<file path="config.mk">
export PLATFORM = sky130hd
export DESIGN_NAME = udp_tx_top
export DESIGN_NICKNAME = d
export VERILOG_FILES = /design/src/udp_tx_pkg.sv /design/src/udp_tx_if.sv /design/src/udp_cfg_regs.sv /design/src/ip_header_builder.sv /design/src/frame_serializer.sv /design/src/fcs_appender.sv /design/src/udp_tx_top.sv
export SDC_FILE = /design/constraint.sdc
export NUM_CORES = 1
export LEC_CHECK = 0
export ABC_AREA = 0
export CAP_MARGIN = 0
export CELL_PAD_IN_SITES_DETAIL_PLACEMENT = 0
export CELL_PAD_IN_SITES_GLOBAL_PLACEMENT = 1
export CORE_MARGIN = 1
export CORE_UTILIZATION = 55
export DETAILED_ROUTE_END_ITERATION = 10
export DONT_BUFFER_PORTS = 1
export PLACE_DENSITY_LB_ADDON = 0.1
export SLEW_MARGIN = 15
export SYNTH_ARGS = -nofsm -noshare
export SYNTH_HDL_FRONTEND = slang
export SYNTH_HIERARCHICAL = 1
export SYNTH_SLANG_ARGS = --single-unit
</file>
<file path="constraint.sdc">
create_clock -name clk -period 11.4 [get_ports clk]
set_input_delay 1.71 -clock clk [delete_from_list [all_inputs] [get_ports clk]]
set_output_delay 1.71 -clock clk [all_outputs]
set_load 0.005 [all_outputs]
</file>
<file path="src/udp_tx_pkg.sv">
package udp_tx_pkg;

    // ----------------------------------------
    // Station identity and fixed fields
    // ----------------------------------------
    localparam logic [47:0] board_mac   = 48'h00_11_22_33_44_55;
    localparam logic [31:0] board_ip    = {8'd192, 8'd168, 8'd1, 8'd10};
    localparam logic [15:0] udp_port    = 16'd1234;   // Used as source and destination
    localparam logic [15:0] eth_type_ip = 16'h0800;

    localparam logic [7:0]  ip_ttl       = 8'h40;
    localparam logic [7:0]  ip_proto_udp = 8'd17;
    localparam logic [15:0] ip_flags_df  = 16'h4000;  // Don't fragment, offset 0

    // Sizes in bytes
    localparam logic [15:0] min_payload = 16'd18;     // 46 byte Ethernet minimum less 28
    localparam logic [15:0] max_payload = 16'd1472;
    localparam int ip_udp_hdr_bytes = 28;
    localparam int udp_hdr_bytes    = 8;
    localparam int preamble_bytes   = 8;
    localparam int eth_hdr_bytes    = 14;
    localparam int fcs_bytes        = 4;

    // Ethernet CRC-32, reflected form
    localparam logic [31:0] crc32_poly = 32'hEDB8_8320;
    localparam logic [31:0] crc32_init = 32'hFFFF_FFFF;

    // ----------------------------------------
    // APB register map
    // ----------------------------------------
    localparam logic [7:0] addr_ctrl        = 8'h00;
    localparam logic [7:0] addr_status      = 8'h04;
    localparam logic [7:0] addr_dest_ip     = 8'h08;
    localparam logic [7:0] addr_dest_mac_hi = 8'h0C;
    localparam logic [7:0] addr_dest_mac_lo = 8'h10;
    localparam logic [7:0] addr_payload_len = 8'h14;

    // Everything the serializer needs for one frame
    typedef struct packed {
        logic [47:0]      dest_mac;
        logic [15:0]      payload_len;
        logic [6:0][31:0] ip_hdr;      // Word 0 goes on the wire first
    } frame_hdr_t;

    // One byte step of the CRC, LSB of the byte first
    function automatic logic [31:0] crc32_byte(input logic [31:0] crc,
                                               input logic [7:0]  data);
        logic [31:0] c;
        c = crc ^ {24'h0, data};
        for (int i = 0; i < 8; i++) begin
            if (c[0])
                c = (c >> 1) ^ crc32_poly;
            else
                c = c >> 1;
        end
        return c;
    endfunction

endpackage

</file>
<file path="src/udp_tx_if.sv">
`timescale 1ns/1ps

// Config handoff, fields hold while a frame is in flight
interface cfg_hdr_if;
    logic        start;
    logic [47:0] dest_mac;
    logic [31:0] dest_ip;
    logic [15:0] payload_len;

    modport src  (output start, dest_mac, dest_ip, payload_len);
    modport sink (input  start, dest_mac, dest_ip, payload_len);
endinterface

// Finished header, valid/ready
interface hdr_if;
    import udp_tx_pkg::*;

    logic       valid;
    logic       ready;
    frame_hdr_t hdr;

    modport src  (output valid, hdr, input  ready);
    modport sink (input  valid, hdr, output ready);
endinterface

// Byte stream toward GMII, no back-pressure
interface byte_if;
    logic       valid;
    logic [7:0] data;
    logic       crc_en;   // High for every byte after the SFD
    logic       last;     // Final padded payload byte

    modport src  (output valid, data, crc_en, last);
    modport sink (input  valid, data, crc_en, last);
endinterface

</file>
<file path="src/udp_cfg_regs.sv">
`timescale 1ns/1ps

module udp_cfg_regs (
    input  logic        clk,
    input  logic        rst_n,
    input  logic [7:0]  paddr,
    input  logic        psel,
    input  logic        penable,
    input  logic        pwrite,
    input  logic [31:0] pwdata,
    output logic [31:0] prdata,
    output logic        pready,
    output logic        pslverr,
    input  logic        tx_done,
    cfg_hdr_if.src      cfg
);
    import udp_tx_pkg::*;

    logic [47:0] dest_mac_q;
    logic [31:0] dest_ip_q;
    logic [15:0] len_q;
    logic        busy;
    logic        start_q;
    logic        access;
    logic        wr_en;
    logic        addr_hit;
    logic        start_accept;

    assign access       = psel & penable;   // APB access phase
    assign wr_en        = access & pwrite;
    assign start_accept = wr_en && (paddr == addr_ctrl) && pwdata[0] && !busy;

    // ----------------------------------------
    // Register writes
    // ----------------------------------------
    always_ff @(posedge clk or negedge rst_n) begin
        if (!rst_n) begin
            dest_mac_q <= '0;
            dest_ip_q  <= '0;
            len_q      <= min_payload;
            busy       <= 1'b0;
            start_q    <= 1'b0;
        end else begin
            start_q <= start_accept;
            if (start_accept)
                busy <= 1'b1;
            else if (tx_done)
                busy <= 1'b0;

            // Fields frozen while a frame is going out
            if (wr_en && !busy) begin
                case (paddr)
                    addr_dest_ip:     dest_ip_q          <= pwdata;
                    addr_dest_mac_hi: dest_mac_q[47:32]  <= pwdata[15:0];
                    addr_dest_mac_lo: dest_mac_q[31:0]   <= pwdata;
                    addr_payload_len: begin
                        if (pwdata[15:0] != 16'd0 && pwdata[15:0] <= max_payload)
                            len_q <= pwdata[15:0];
                    end
                    default: ;
                endcase
            end
        end
    end

    // Read mux and address decode
    always_comb begin
        addr_hit = 1'b1;
        prdata   = '0;
        case (paddr)
            addr_ctrl:        prdata = '0;   // Start is self clearing
            addr_status:      prdata = {31'd0, busy};
            addr_dest_ip:     prdata = dest_ip_q;
            addr_dest_mac_hi: prdata = {16'd0, dest_mac_q[47:32]};
            addr_dest_mac_lo: prdata = dest_mac_q[31:0];
            addr_payload_len: prdata = {16'd0, len_q};
            default:          addr_hit = 1'b0;
        endcase
    end

    assign pready  = 1'b1;                  // Zero wait states
    assign pslverr = access & ~addr_hit;

    assign cfg.start       = start_q;
    assign cfg.dest_mac    = dest_mac_q;
    assign cfg.dest_ip     = dest_ip_q;
    assign cfg.payload_len = len_q;

endmodule

</file>
<file path="src/ip_header_builder.sv">
`timescale 1ns/1ps

module ip_header_builder (
    input  logic     clk,
    input  logic     rst_n,
    cfg_hdr_if.sink  cfg,
    hdr_if.src       hdr
);
    import udp_tx_pkg::*;

    typedef enum logic [2:0] {
        st_idle,
        st_sum,
        st_fold1,
        st_fold2,
        st_hold
    } state_t;

    state_t      state;
    logic [15:0] ident;
    frame_hdr_t  hdr_q;
    logic [31:0] csum;
    logic [19:0] hw_sum;
    logic [15:0] csum_fold;

    // Sum of the ten IP header halfwords, checksum field still zero
    always_comb begin
        hw_sum = '0;
        for (int i = 0; i < 5; i++) begin
            hw_sum = hw_sum + 20'(hdr_q.ip_hdr[i][31:16]) + 20'(hdr_q.ip_hdr[i][15:0]);
        end
    end

    assign csum_fold = csum[31:16] + csum[15:0];   // Second fold

    // ----------------------------------------
    // Sequencing, start to valid in four cycles
    // ----------------------------------------
    always_ff @(posedge clk or negedge rst_n) begin
        if (!rst_n) begin
            state <= st_idle;
            ident <= 16'd0;
        end else begin
            case (state)
                st_idle: begin
                    if (cfg.start) begin
                        state <= st_sum;
                        ident <= ident + 16'd1;
                    end
                end
                st_sum:   state <= st_fold1;
                st_fold1: state <= st_fold2;
                st_fold2: state <= st_hold;
                st_hold:  if (hdr.ready) state <= st_idle;
                default:  state <= st_idle;
            endcase
        end
    end

    always_ff @(posedge clk) begin
        if (state == st_idle && cfg.start) begin
            hdr_q.dest_mac    <= cfg.dest_mac;
            hdr_q.payload_len <= cfg.payload_len;
            hdr_q.ip_hdr[0]   <= {8'h45, 8'h00, cfg.payload_len + 16'(ip_udp_hdr_bytes)};
            hdr_q.ip_hdr[1]   <= {ident + 16'd1, ip_flags_df};
            hdr_q.ip_hdr[2]   <= {ip_ttl, ip_proto_udp, 16'h0000};
            hdr_q.ip_hdr[3]   <= board_ip;
            hdr_q.ip_hdr[4]   <= cfg.dest_ip;
            hdr_q.ip_hdr[5]   <= {udp_port, udp_port};
            hdr_q.ip_hdr[6]   <= {cfg.payload_len + 16'(udp_hdr_bytes), 16'h0000};
        end
        if (state == st_sum)
            csum <= {12'd0, hw_sum};
        if (state == st_fold1)
            csum <= {16'd0, csum[31:16]} + {16'd0, csum[15:0]};   // First fold
        if (state == st_fold2)
            hdr_q.ip_hdr[2][15:0] <= ~csum_fold;
    end

    assign hdr.valid = (state == st_hold);
    assign hdr.hdr   = hdr_q;

endmodule

</file>
<file path="src/frame_serializer.sv">
`timescale 1ns/1ps

module frame_serializer (
    input  logic        clk,
    input  logic        rst_n,
    hdr_if.sink         hdr,
    output logic        word_req,
    input  logic [31:0] word_data,
    byte_if.src         bytes
);
    import udp_tx_pkg::*;

    typedef enum logic [2:0] {
        ph_idle,
        ph_pre,
        ph_eth,
        ph_ip,
        ph_pay
    } phase_t;

    phase_t                   phase;
    logic [15:0]              cnt;        // Byte index inside the current phase
    frame_hdr_t               hdr_q;
    logic [31:0]              word_q;
    logic [8*eth_hdr_bytes-1:0] eth_bytes;
    logic [15:0]              pay_total;
    logic [15:0]              last_cnt;
    logic                     at_end;
    logic [7:0]               byte_nxt;
    logic                     req_nxt;
    logic                     word_take;

    assign hdr.ready = (phase == ph_idle);
    assign eth_bytes = {hdr_q.dest_mac, board_mac, eth_type_ip};
    assign pay_total = (hdr_q.payload_len < min_payload) ? min_payload : hdr_q.payload_len;

    // Fresh word arrives on the first byte of each word
    assign word_take = (phase == ph_pay) && (cnt < hdr_q.payload_len) && (cnt[1:0] == 2'd0);

    always_comb begin
        case (phase)
            ph_pre:  last_cnt = 16'(preamble_bytes - 1);
            ph_eth:  last_cnt = 16'(eth_hdr_bytes - 1);
            ph_ip:   last_cnt = 16'(ip_udp_hdr_bytes - 1);
            default: last_cnt = pay_total - 16'd1;
        endcase
    end

    assign at_end = (cnt == last_cnt);

    // ----------------------------------------
    // Byte select per phase
    // ----------------------------------------
    always_comb begin
        byte_nxt = 8'h00;
        case (phase)
            ph_pre: byte_nxt = at_end ? 8'hd5 : 8'h55;      // SFD closes the preamble
            ph_eth: byte_nxt = eth_bytes[8 * (eth_hdr_bytes - 1 - int'(cnt[3:0])) +: 8];
            ph_ip:  byte_nxt = hdr_q.ip_hdr[cnt[4:2]][8 * (3 - int'(cnt[1:0])) +: 8];
            ph_pay: begin
                if (cnt >= hdr_q.payload_len)
                    byte_nxt = 8'h00;                       // Padding
                else if (word_take)
                    byte_nxt = word_data[7:0];
                else
                    byte_nxt = word_q[8 * cnt[1:0] +: 8];
            end
            default: byte_nxt = 8'h00;
        endcase
    end

    // Requests lead their first byte by two edges
    always_comb begin
        req_nxt = 1'b0;
        if (phase == ph_ip && cnt == 16'(ip_udp_hdr_bytes - 2))
            req_nxt = 1'b1;
        else if (phase == ph_pay && cnt[1:0] == 2'd2 && (cnt + 16'd2) < hdr_q.payload_len)
            req_nxt = 1'b1;
    end

    // ----------------------------------------
    // Phase machine and output register
    // ----------------------------------------
    always_ff @(posedge clk or negedge rst_n) begin
        if (!rst_n) begin
            phase        <= ph_idle;
            cnt          <= 16'd0;
            word_req     <= 1'b0;
            bytes.valid  <= 1'b0;
            bytes.data   <= 8'h00;
            bytes.crc_en <= 1'b0;
            bytes.last   <= 1'b0;
        end else begin
            word_req <= req_nxt;
            if (phase == ph_idle) begin
                bytes.valid  <= 1'b0;
                bytes.crc_en <= 1'b0;
                bytes.last   <= 1'b0;
                cnt          <= 16'd0;
                if (hdr.valid)
                    phase <= ph_pre;
            end else begin
                bytes.valid  <= 1'b1;
                bytes.data   <= byte_nxt;
                bytes.crc_en <= (phase != ph_pre);
                bytes.last   <= (phase == ph_pay) && at_end;
                if (at_end) begin
                    cnt <= 16'd0;
                    case (phase)
                        ph_pre:  phase <= ph_eth;
                        ph_eth:  phase <= ph_ip;
                        ph_ip:   phase <= ph_pay;
                        default: phase <= ph_idle;
                    endcase
                end else begin
                    cnt <= cnt + 16'd1;
                end
            end
        end
    end

    always_ff @(posedge clk) begin
        if (hdr.valid && hdr.ready)
            hdr_q <= hdr.hdr;
        if (word_take)
            word_q <= word_data;   // Keep bytes 1 to 3
    end

endmodule

</file>
<file path="src/fcs_appender.sv">
`timescale 1ns/1ps

module fcs_appender (
    input  logic       clk,
    input  logic       rst_n,
    byte_if.sink       bytes,
    output logic       gmii_tx_en,
    output logic [7:0] gmii_txd,
    output logic       tx_done
);
    import udp_tx_pkg::*;

    logic [31:0] crc;
    logic        fcs_active;
    logic [1:0]  fcs_cnt;
    logic        fcs_end;      // Last FCS byte just went out
    logic        fcs_last;

    assign fcs_last = fcs_active && (fcs_cnt == 2'(fcs_bytes - 1));

    // ----------------------------------------
    // Stream register and CRC
    // ----------------------------------------
    always_ff @(posedge clk or negedge rst_n) begin
        if (!rst_n) begin
            crc        <= crc32_init;
            fcs_active <= 1'b0;
            fcs_cnt    <= 2'd0;
            fcs_end    <= 1'b0;
            tx_done    <= 1'b0;
            gmii_tx_en <= 1'b0;
            gmii_txd   <= 8'h00;
        end else begin
            fcs_end <= fcs_last;
            tx_done <= fcs_end;
            if (bytes.valid) begin
                gmii_tx_en <= 1'b1;
                gmii_txd   <= bytes.data;
                if (bytes.crc_en)
                    crc <= crc32_byte(crc, bytes.data);
                if (bytes.last) begin
                    fcs_active <= 1'b1;
                    fcs_cnt    <= 2'd0;
                end
            end else if (fcs_active) begin
                gmii_tx_en <= 1'b1;
                gmii_txd   <= ~crc[8 * fcs_cnt +: 8];   // Low byte first
                fcs_cnt    <= fcs_cnt + 2'd1;
                if (fcs_last) begin
                    fcs_active <= 1'b0;
                    crc        <= crc32_init;         // Ready for the next frame
                end
            end else begin
                gmii_tx_en <= 1'b0;
                gmii_txd   <= 8'h00;
            end
        end
    end

endmodule

</file>
<file path="src/udp_tx_top.sv">
`timescale 1ns/1ps

module udp_tx_top (
    input  logic        clk,
    input  logic        rst_n,
    // APB slave
    input  logic [7:0]  paddr,
    input  logic        psel,
    input  logic        penable,
    input  logic        pwrite,
    input  logic [31:0] pwdata,
    output logic [31:0] prdata,
    output logic        pready,
    output logic        pslverr,
    // Payload fetch
    output logic        word_req,
    input  logic [31:0] word_data,
    // GMII transmit
    output logic        gmii_tx_en,
    output logic [7:0]  gmii_txd,
    output logic        tx_done
);

    cfg_hdr_if u_cfg_if ();
    hdr_if     u_hdr_if ();
    byte_if    u_byte_if ();

    udp_cfg_regs i_cfg_regs (
        .clk     (clk),
        .rst_n   (rst_n),
        .paddr   (paddr),
        .psel    (psel),
        .penable (penable),
        .pwrite  (pwrite),
        .pwdata  (pwdata),
        .prdata  (prdata),
        .pready  (pready),
        .pslverr (pslverr),
        .tx_done (tx_done),
        .cfg     (u_cfg_if.src)
    );

    ip_header_builder i_hdr_builder (
        .clk   (clk),
        .rst_n (rst_n),
        .cfg   (u_cfg_if.sink),
        .hdr   (u_hdr_if.src)
    );

    frame_serializer i_serializer (
        .clk       (clk),
        .rst_n     (rst_n),
        .hdr       (u_hdr_if.sink),
        .word_req  (word_req),
        .word_data (word_data),
        .bytes     (u_byte_if.src)
    );

    // FCS and GMII output stage
    fcs_appender i_fcs (
        .clk        (clk),
        .rst_n      (rst_n),
        .bytes      (u_byte_if.sink),
        .gmii_tx_en (gmii_tx_en),
        .gmii_txd   (gmii_txd),
        .tx_done    (tx_done)
    );

endmodule

</file>
==> results of run 1 <==
==> layer usage <==
metal,track usage (%),up-vias,routed length (um)
met5,0,-,15
met1,38.2,9526,35100
met4,8.08,2,2320
li1,-,8532,-
met3,4.21,127,4590
met2,41.5,611,37800
==> cell usage after synthesis (all sizes together) (20+ instances only) <==
master / n
a21oi: 73
and3: 21
buf: 175
clkbuf: 66
dfrtp: 160
dfstp: 34
edfxtp: 494
fa: 49
ha: 79
inv: 184
mux2: 99
mux2i: 57
mux4: 67
nand2: 121
nand3: 42
nand4: 21
nor2: 160
nor3: 27
o21ai: 80
xnor2: 87
xnor3: 20
xor2: 77
==> through the flow <==
stage          worst slack, ns  std cells  total power [mW]  area, um2  hold slack [ns]
6_report                  6.15       3261              7.15      36200            0.362
5_1_grt                   6.06       3261              7.46      36200            0.366
4_1_cts                   6.21       3260              7.21      36200            0.366
3_5_place_dp              6.22       3126              4.82      33800            0.348
3_3_place_gp              6.35       3126              4.79      33800            0.342
2_1_floorplan             3.07       2568              4.40      34100            0.331
==> registers in the layout, indices dropped and copies added, names as in the netlist, 2 cells and up <==
signal,cells
i_serializer/bytes.data,8
i_hdr_builder/ident,16
i_serializer/hdr_q,240
i_serializer/cnt,16
i_cfg_regs/cfg.dest_mac,48
i_cfg_regs/cfg.payload_len,16
i_serializer/phase,3
i_serializer/eth_bytes,48
i_hdr_builder/hdr.hdr,155
i_cfg_regs/cfg.dest_ip,32
i_fcs/crc,32
i_serializer/word_q,32
i_hdr_builder/csum,19
i_hdr_builder/state,3
i_fcs/gmii_txd,8
i_fcs/fcs_cnt,2
==> logic make-up after synthesis <==
group / after synthesis
buffers and inverters: 425
AND/OR/NAND/NOR: 480
adder cells (fa/ha/maj): 128
flip-flops: 688
multiplexers: 223
XOR/XNOR: 184
other: 3
AO/OA/AOI/OAI: 311
==> critical path: stages <==
cell	delay, ns
nor4_4	0.80
and3_1	0.74
a22o_1	0.28
==> layout make-up <==
| class | count | area, um2 | area share (%) |
|---|---|---|---|
| timing repair buffer | 18 | 164 | 0.453 |
| multi-input combinational | 1455 | 12200 | 33.7 |
| sequential | 688 | 19700 | 54.6 |
| clock inverter | 40 | 447 | 1.23 |
| clock buffer | 94 | 1960 | 5.41 |
| inverter | 184 | 691 | 1.91 |
| tap | 782 | 978 | 2.70 |
==> power by group <==
part | switching, mW | internal, mW | total [mW] | leakage, nW
Combinational | 0.978 | 0.720 | 1.70 | 6.18
Clock | 1.01 | 1.37 | 2.38 | 1.17
Sequential | 0.145 | 2.93 | 3.08 | 6.71
Total | 2.13 | 5.02 | 7.15 | 14.1
==> how the worst max path moves through the flow <==
stage                                            startpoint                                    end  slack (ns)  depth (start not counted)
after global routing                               paddr[2]                             prdata[26]        6.06                          3
final                                              paddr[2]                             prdata[30]        6.15                          3
after floorplan           i_serializer/phase[1]$_DFFE_PN0P_  i_serializer/eth_bytes[100]$_DFFE_PP_        3.07                          5
after detailed placement                           paddr[2]                             prdata[30]        6.22                          3
after global placement                             paddr[2]                             prdata[23]        6.35                          3
after CTS                                          paddr[2]                             prdata[30]        6.21                          3
==> metrics.yaml, run 1 <==
status: "finished clean"
cts_sinks: 688
synth-compound-area-share_pct: 6.27
endpoint_kind: "output port"
min_to: "i_fcs/tx_done$_DFF_PN0_"
viasPerCell: 5.76
grt_util_all_layers_pct: 26.5
synth_mux_area_share_pct: 9.52
grt_pass1_vias: 18900
max_freq_ghz: 0.190
yosys-top-cells-area: "edfxtp_1 (44%), dfrtp_1 (12%), mux4_2 (4.4%)"
start_util_pct: 55.7
wl_per_cell_um: 24.5
min_period_ns: 5.25
dr.pass1.iters: 5
min_path_cells: 0
h-tree-depth: 3
hold_class: "reg2reg"
root_buffer: "clkbuf_16"
port_buffers: 0
insertion_delay_ns: 0.63
synthArstFlopShare_pct: 28.2
synth.largest_area_cell: "edfxtp_1"
cts_tree: "built"
syn2layout_area_growth_pct: 7.59
synth_xor_area_share_pct: 5.84
cp-start-kind: "input port"
yosysSeqAreaShare_pct: 58.7
fin_tns_setup_ns: 0
rsz0062_at_grt: "no"
ys_seq_elements: 688
arrival_ns: 3.54
cts-resized-gates: 0
yosysWarningCount: 6
r2r-start: "i_serializer/hdr_q[237]$_DFFE_PP_"
antenna_found_initial: 3
cts_buffers: 73
core.rowCount: 90
period_share_pct: 46.1
min_from: "i_fcs/fcs_end$_DFF_PN0_"
grt_pass1_wl_um: 121000
io_pins: 122
antenna_left: 0
gp_congestion: 0.888
drv_slew: 0
drtIter0Drc: 1742
vias: 18800
core_um2: 60400
drv_cap: 0
finClkSkew_ns: 0.0247
synth_flop_cell: "edfxtp_1"
final_layout_size_suffix_gt1_share_pct: 15.4
power_density_nw_per_um2: 198
slew_headroom_pct: 25.3
setup_viol: 0
synthAdderAreaFrac_pct: 5.86
crit_path_max_fanout: 17
post-route-util_pct: 59.9
synthSimpleGateAreaFrac_pct: 7.28
drc: 0
avgSynthCellArea_um2: 13.8
worst_pin_slew_ns: 1.12
die_area_um2: 62100
cts_setup_buffers: 0
nNetsFinal: 2625
power.leakage_nw: 14.1
netlist_area_um2: 33600
n_antenna_cell: 0
die_w_um: 249
synth_top_family_by_area: "multiplexers"
regToRegSetupSlack_ns: 7.03
hpwl_um: 56700
wirelength_um: 79900
ys_types: 103
mostFrequentLayoutCells: "edfxtp_1 (494), inv_1 (184), nor2_1 (158)"
r2r_cells: 12
hold_violations: 0
synth_top_area_share_pct: 44.1
grt_max_degree: 195
fp.dieH_um: 249
clk_pin_slew_ns: 0.06
worstSetupPathType: "in2out"
required_ns: 9.69
vdd_drop_max_mv: 0.153
final_common_cell: "edfxtp_1"
ctsHoldBuffers: 0
postSynthCellCount: 2442
synth-edff-count: 494
r2r_end: "i_serializer/phase[2]$_DFFE_PN0P_"
gr-total-overflow: 0
clockBufferDepth: 3
fillerInstances: 4702
(Power assumes the default switching activity.)
==> run 2, diff against run 1 <==
--- a/config.mk
+++ b/config.mk
@@ -10,7 +10,7 @@
 export CELL_PAD_IN_SITES_DETAIL_PLACEMENT = 0
 export CELL_PAD_IN_SITES_GLOBAL_PLACEMENT = 1
 export CORE_MARGIN = 1
-export CORE_UTILIZATION = 55
+export CORE_UTILIZATION = 49
 export DETAILED_ROUTE_END_ITERATION = 10
 export DONT_BUFFER_PORTS = 1
 export PLACE_DENSITY_LB_ADDON = 0.1
==> constraint.sdc (replaced) <==
create_clock -name clk -period 4.5 [get_ports clk]
set_input_delay 0.675 -clock clk [delete_from_list [all_inputs] [get_ports clk]]
set_output_delay 0.675 -clock clk [all_outputs]
set_load 0.005 [all_outputs]
==> metrics.yaml, run 2 (synthesis results as in run 1) <==
cts_buffers: 75
clock_power_share_pct: 33.4
critPathSlowestCell: "or4_4"
arrival_ns: 4.82
cp-start-kind: "flip-flop"
drc: 0
highest_layer: "met4"
hold_class: "in2async"
port_buffers: 0
worst_pin_slew_ns: 1.16
cts_tree: "built"
finClkSkew_ns: 0.0451
vias: 19000
max_freq_ghz: 0.232
gr-total-overflow: 0
violations: "negative hold slack"
insertion_delay_ns: 0.64
start_util_pct: 49.8
final_layout_size_suffix_gt1_share_pct: 16.9
antenna_left: 0
power_density_nw_per_um2: 504
gp_congestion: 0.890
wl_per_cell_um: 25.2
wl_met3_um: 5640
crit_path_max_incr_delay_ns: 0.63
dr.pass1.iters: 8
worstPathCellList: "or4_4 -> nor3_4 -> nand2_1 -> nand2_1 -> ha_1 -> or4b_1 -> a2111oi_0 -> o221ai_1 -> xnor2_1 -> a21oi_1 -> o2111a_1 -> and4_4 -> mux2_4"
hpwl_um: 60300
setup_viol: 0
h-tree-depth: 3
core_um2: 67500
p_comb_share_pct: 24.5
place_area_um2: 34200
grt_pass1_vias: 19100
grt_max_degree: 161
status: "finished, violations left"
rsz0062_at_grt: "no"
vdd_drop_max_mv: 0.435
wirelength_um: 85300
holdWs_ns: -0.0451
core.rowCount: 95
syn2layout_area_growth_pct: 9.20
finalPower_mw: 18.5
antenna_found_initial: 4
nNetsFinal: 2657
root_buffer: "clkbuf_16"
endpoint_kind: "flip-flop"
mostFrequentLayoutCells: "edfxtp_1 (494), inv_1 (184), nor2_1 (156), dfrtp_1 (156), conb_1 (129)"
die_w_um: 264
fin_area_um2: 36700
period_share_pct: 95.7
required_ns: 5.01
power_switching_mw: 5.65
hold_violations: 19
viasPerCell: 5.61
regMostFlops: "i_serializer/hdr_q"
min_period_ns: 4.30
drtIter0Drc: 1683
fp.dieH_um: 264
power.leakage_nw: 14.3
p_sw_share_pct: 30.6
post-route-util_pct: 54.4
drv_slew: 0
io_pins: 122
cp_common_cell: "nand2_1"
final_common_cell: "edfxtp_1"
largest_reg_flops: 240
intPower_mw: 12.8
wl_met2_um: 39600
die_area_um2: 69700
cts_sinks: 688
worstSetupPathType: "reg2reg"
grt_util_all_layers_pct: 24.8
clk_pin_slew_ns: 0.06
crit_path_max_fanout: 7
pwr-share-seq_pct: 42.1
grt_pass1_wl_um: 126000
clockBufferDepth: 3
drv_cap: 0
wl_met1_um: 36900
slew_headroom_pct: 22.5
n_antenna_cell: 0
[run 2: cell types whose count changed in the layout (fill, tap and decap cells not counted), moves of 2 or more]
cell	previous run	this run
buf_4	15	39
buf_12	2	7
clkinv_2	13	17
clkbuf_8	3	6
clkinv_1	8	5
buf_16	0	2
clkinv_4	2	4
nor2_1	158	156
[run 2: critical path: cells and delay by family (launching register included)]
family,cells,cell delay [ns]
AND/OR/NAND/NOR,6,2.02
flip-flops,1,0.47
AO/OA/AOI/OAI,4,0.95
XOR/XNOR,1,0.21
multiplexers,1,0.30
adder cells (fa/ha/maj),1,0.27
[run 2: power groups by stage]
stage	registers, mW	clock network, mW	logic (mW)
CTS	7.78	6.31	4.55
detailed placement	7.91	0	4.48
global route	7.82	6.54	4.92
finish	7.78	6.18	4.54
global placement	7.89	0	4.45
floorplan	7.74	0	3.34
[run 2: path summary, 6_finish.rpt]
path	slack [ns]	cells past startpoint	start	end
min in group clk	0.12	1	paddr[4]	i_cfg_regs/cfg.start$_DFF_PN0_
min	-0.05	1	rst_n	i_hdr_builder/ident[14]$_DFFE_PN0P_
max in group asynchronous	3.60	1	rst_n	i_cfg_regs/cfg.dest_ip[16]$_DFFE_PN0P_
max	0.20	13	i_serializer/hdr_q[233]$_DFFE_PP_	i_serializer/phase[2]$_DFFE_PN0P_
min reg2reg	0.36	0	i_fcs/fcs_end$_DFF_PN0_	i_fcs/tx_done$_DFF_PN0_
max reg2reg	0.20	13	i_serializer/hdr_q[233]$_DFFE_PP_	i_serializer/phase[2]$_DFFE_PN0P_
[run 2: what timing repair did]
item | in CTS | in global routing
setup buffers | 0 | 1
endpoints found under the setup margin | 0 | 17
endpoints found under the hold margin | 160 | 0
hold buffers | 2 | 0
gates resized for setup | 0 | 2
[run 2: routing by layer]
metal | GRT usage (%) | up-vias
li1 | - | 8597
met1 | 34.6 | 9713
met2 | 38.3 | 551
met3 | 5.30 | 139
met4 | 9.27 | 0
met5 | 0 | -
[run 2: final cells by class]
type	instances	area (um2)
Sequential cell	688	19700
Clock buffer	97	2020
Timing Repair Buffer	48	488
Inverter	184	691
Tap cell	873	1090
Clock inverter	43	477
Fill cell	5656	30800
Multi-Input combinational cell	1455	12200
[run 2: metrics by stage]
stage / cells / TNS [ns] / setup WS (ns)
detailed placement: 3245 / 0 / 0.232
global placement: 3245 / 0 / 0.306
finish: 3388 / 0 / 0.196
CTS: 3387 / 0 / 0.204
global route: 3388 / 0 / 0.0113
floorplan: 2568 / -204.87 / -1.78
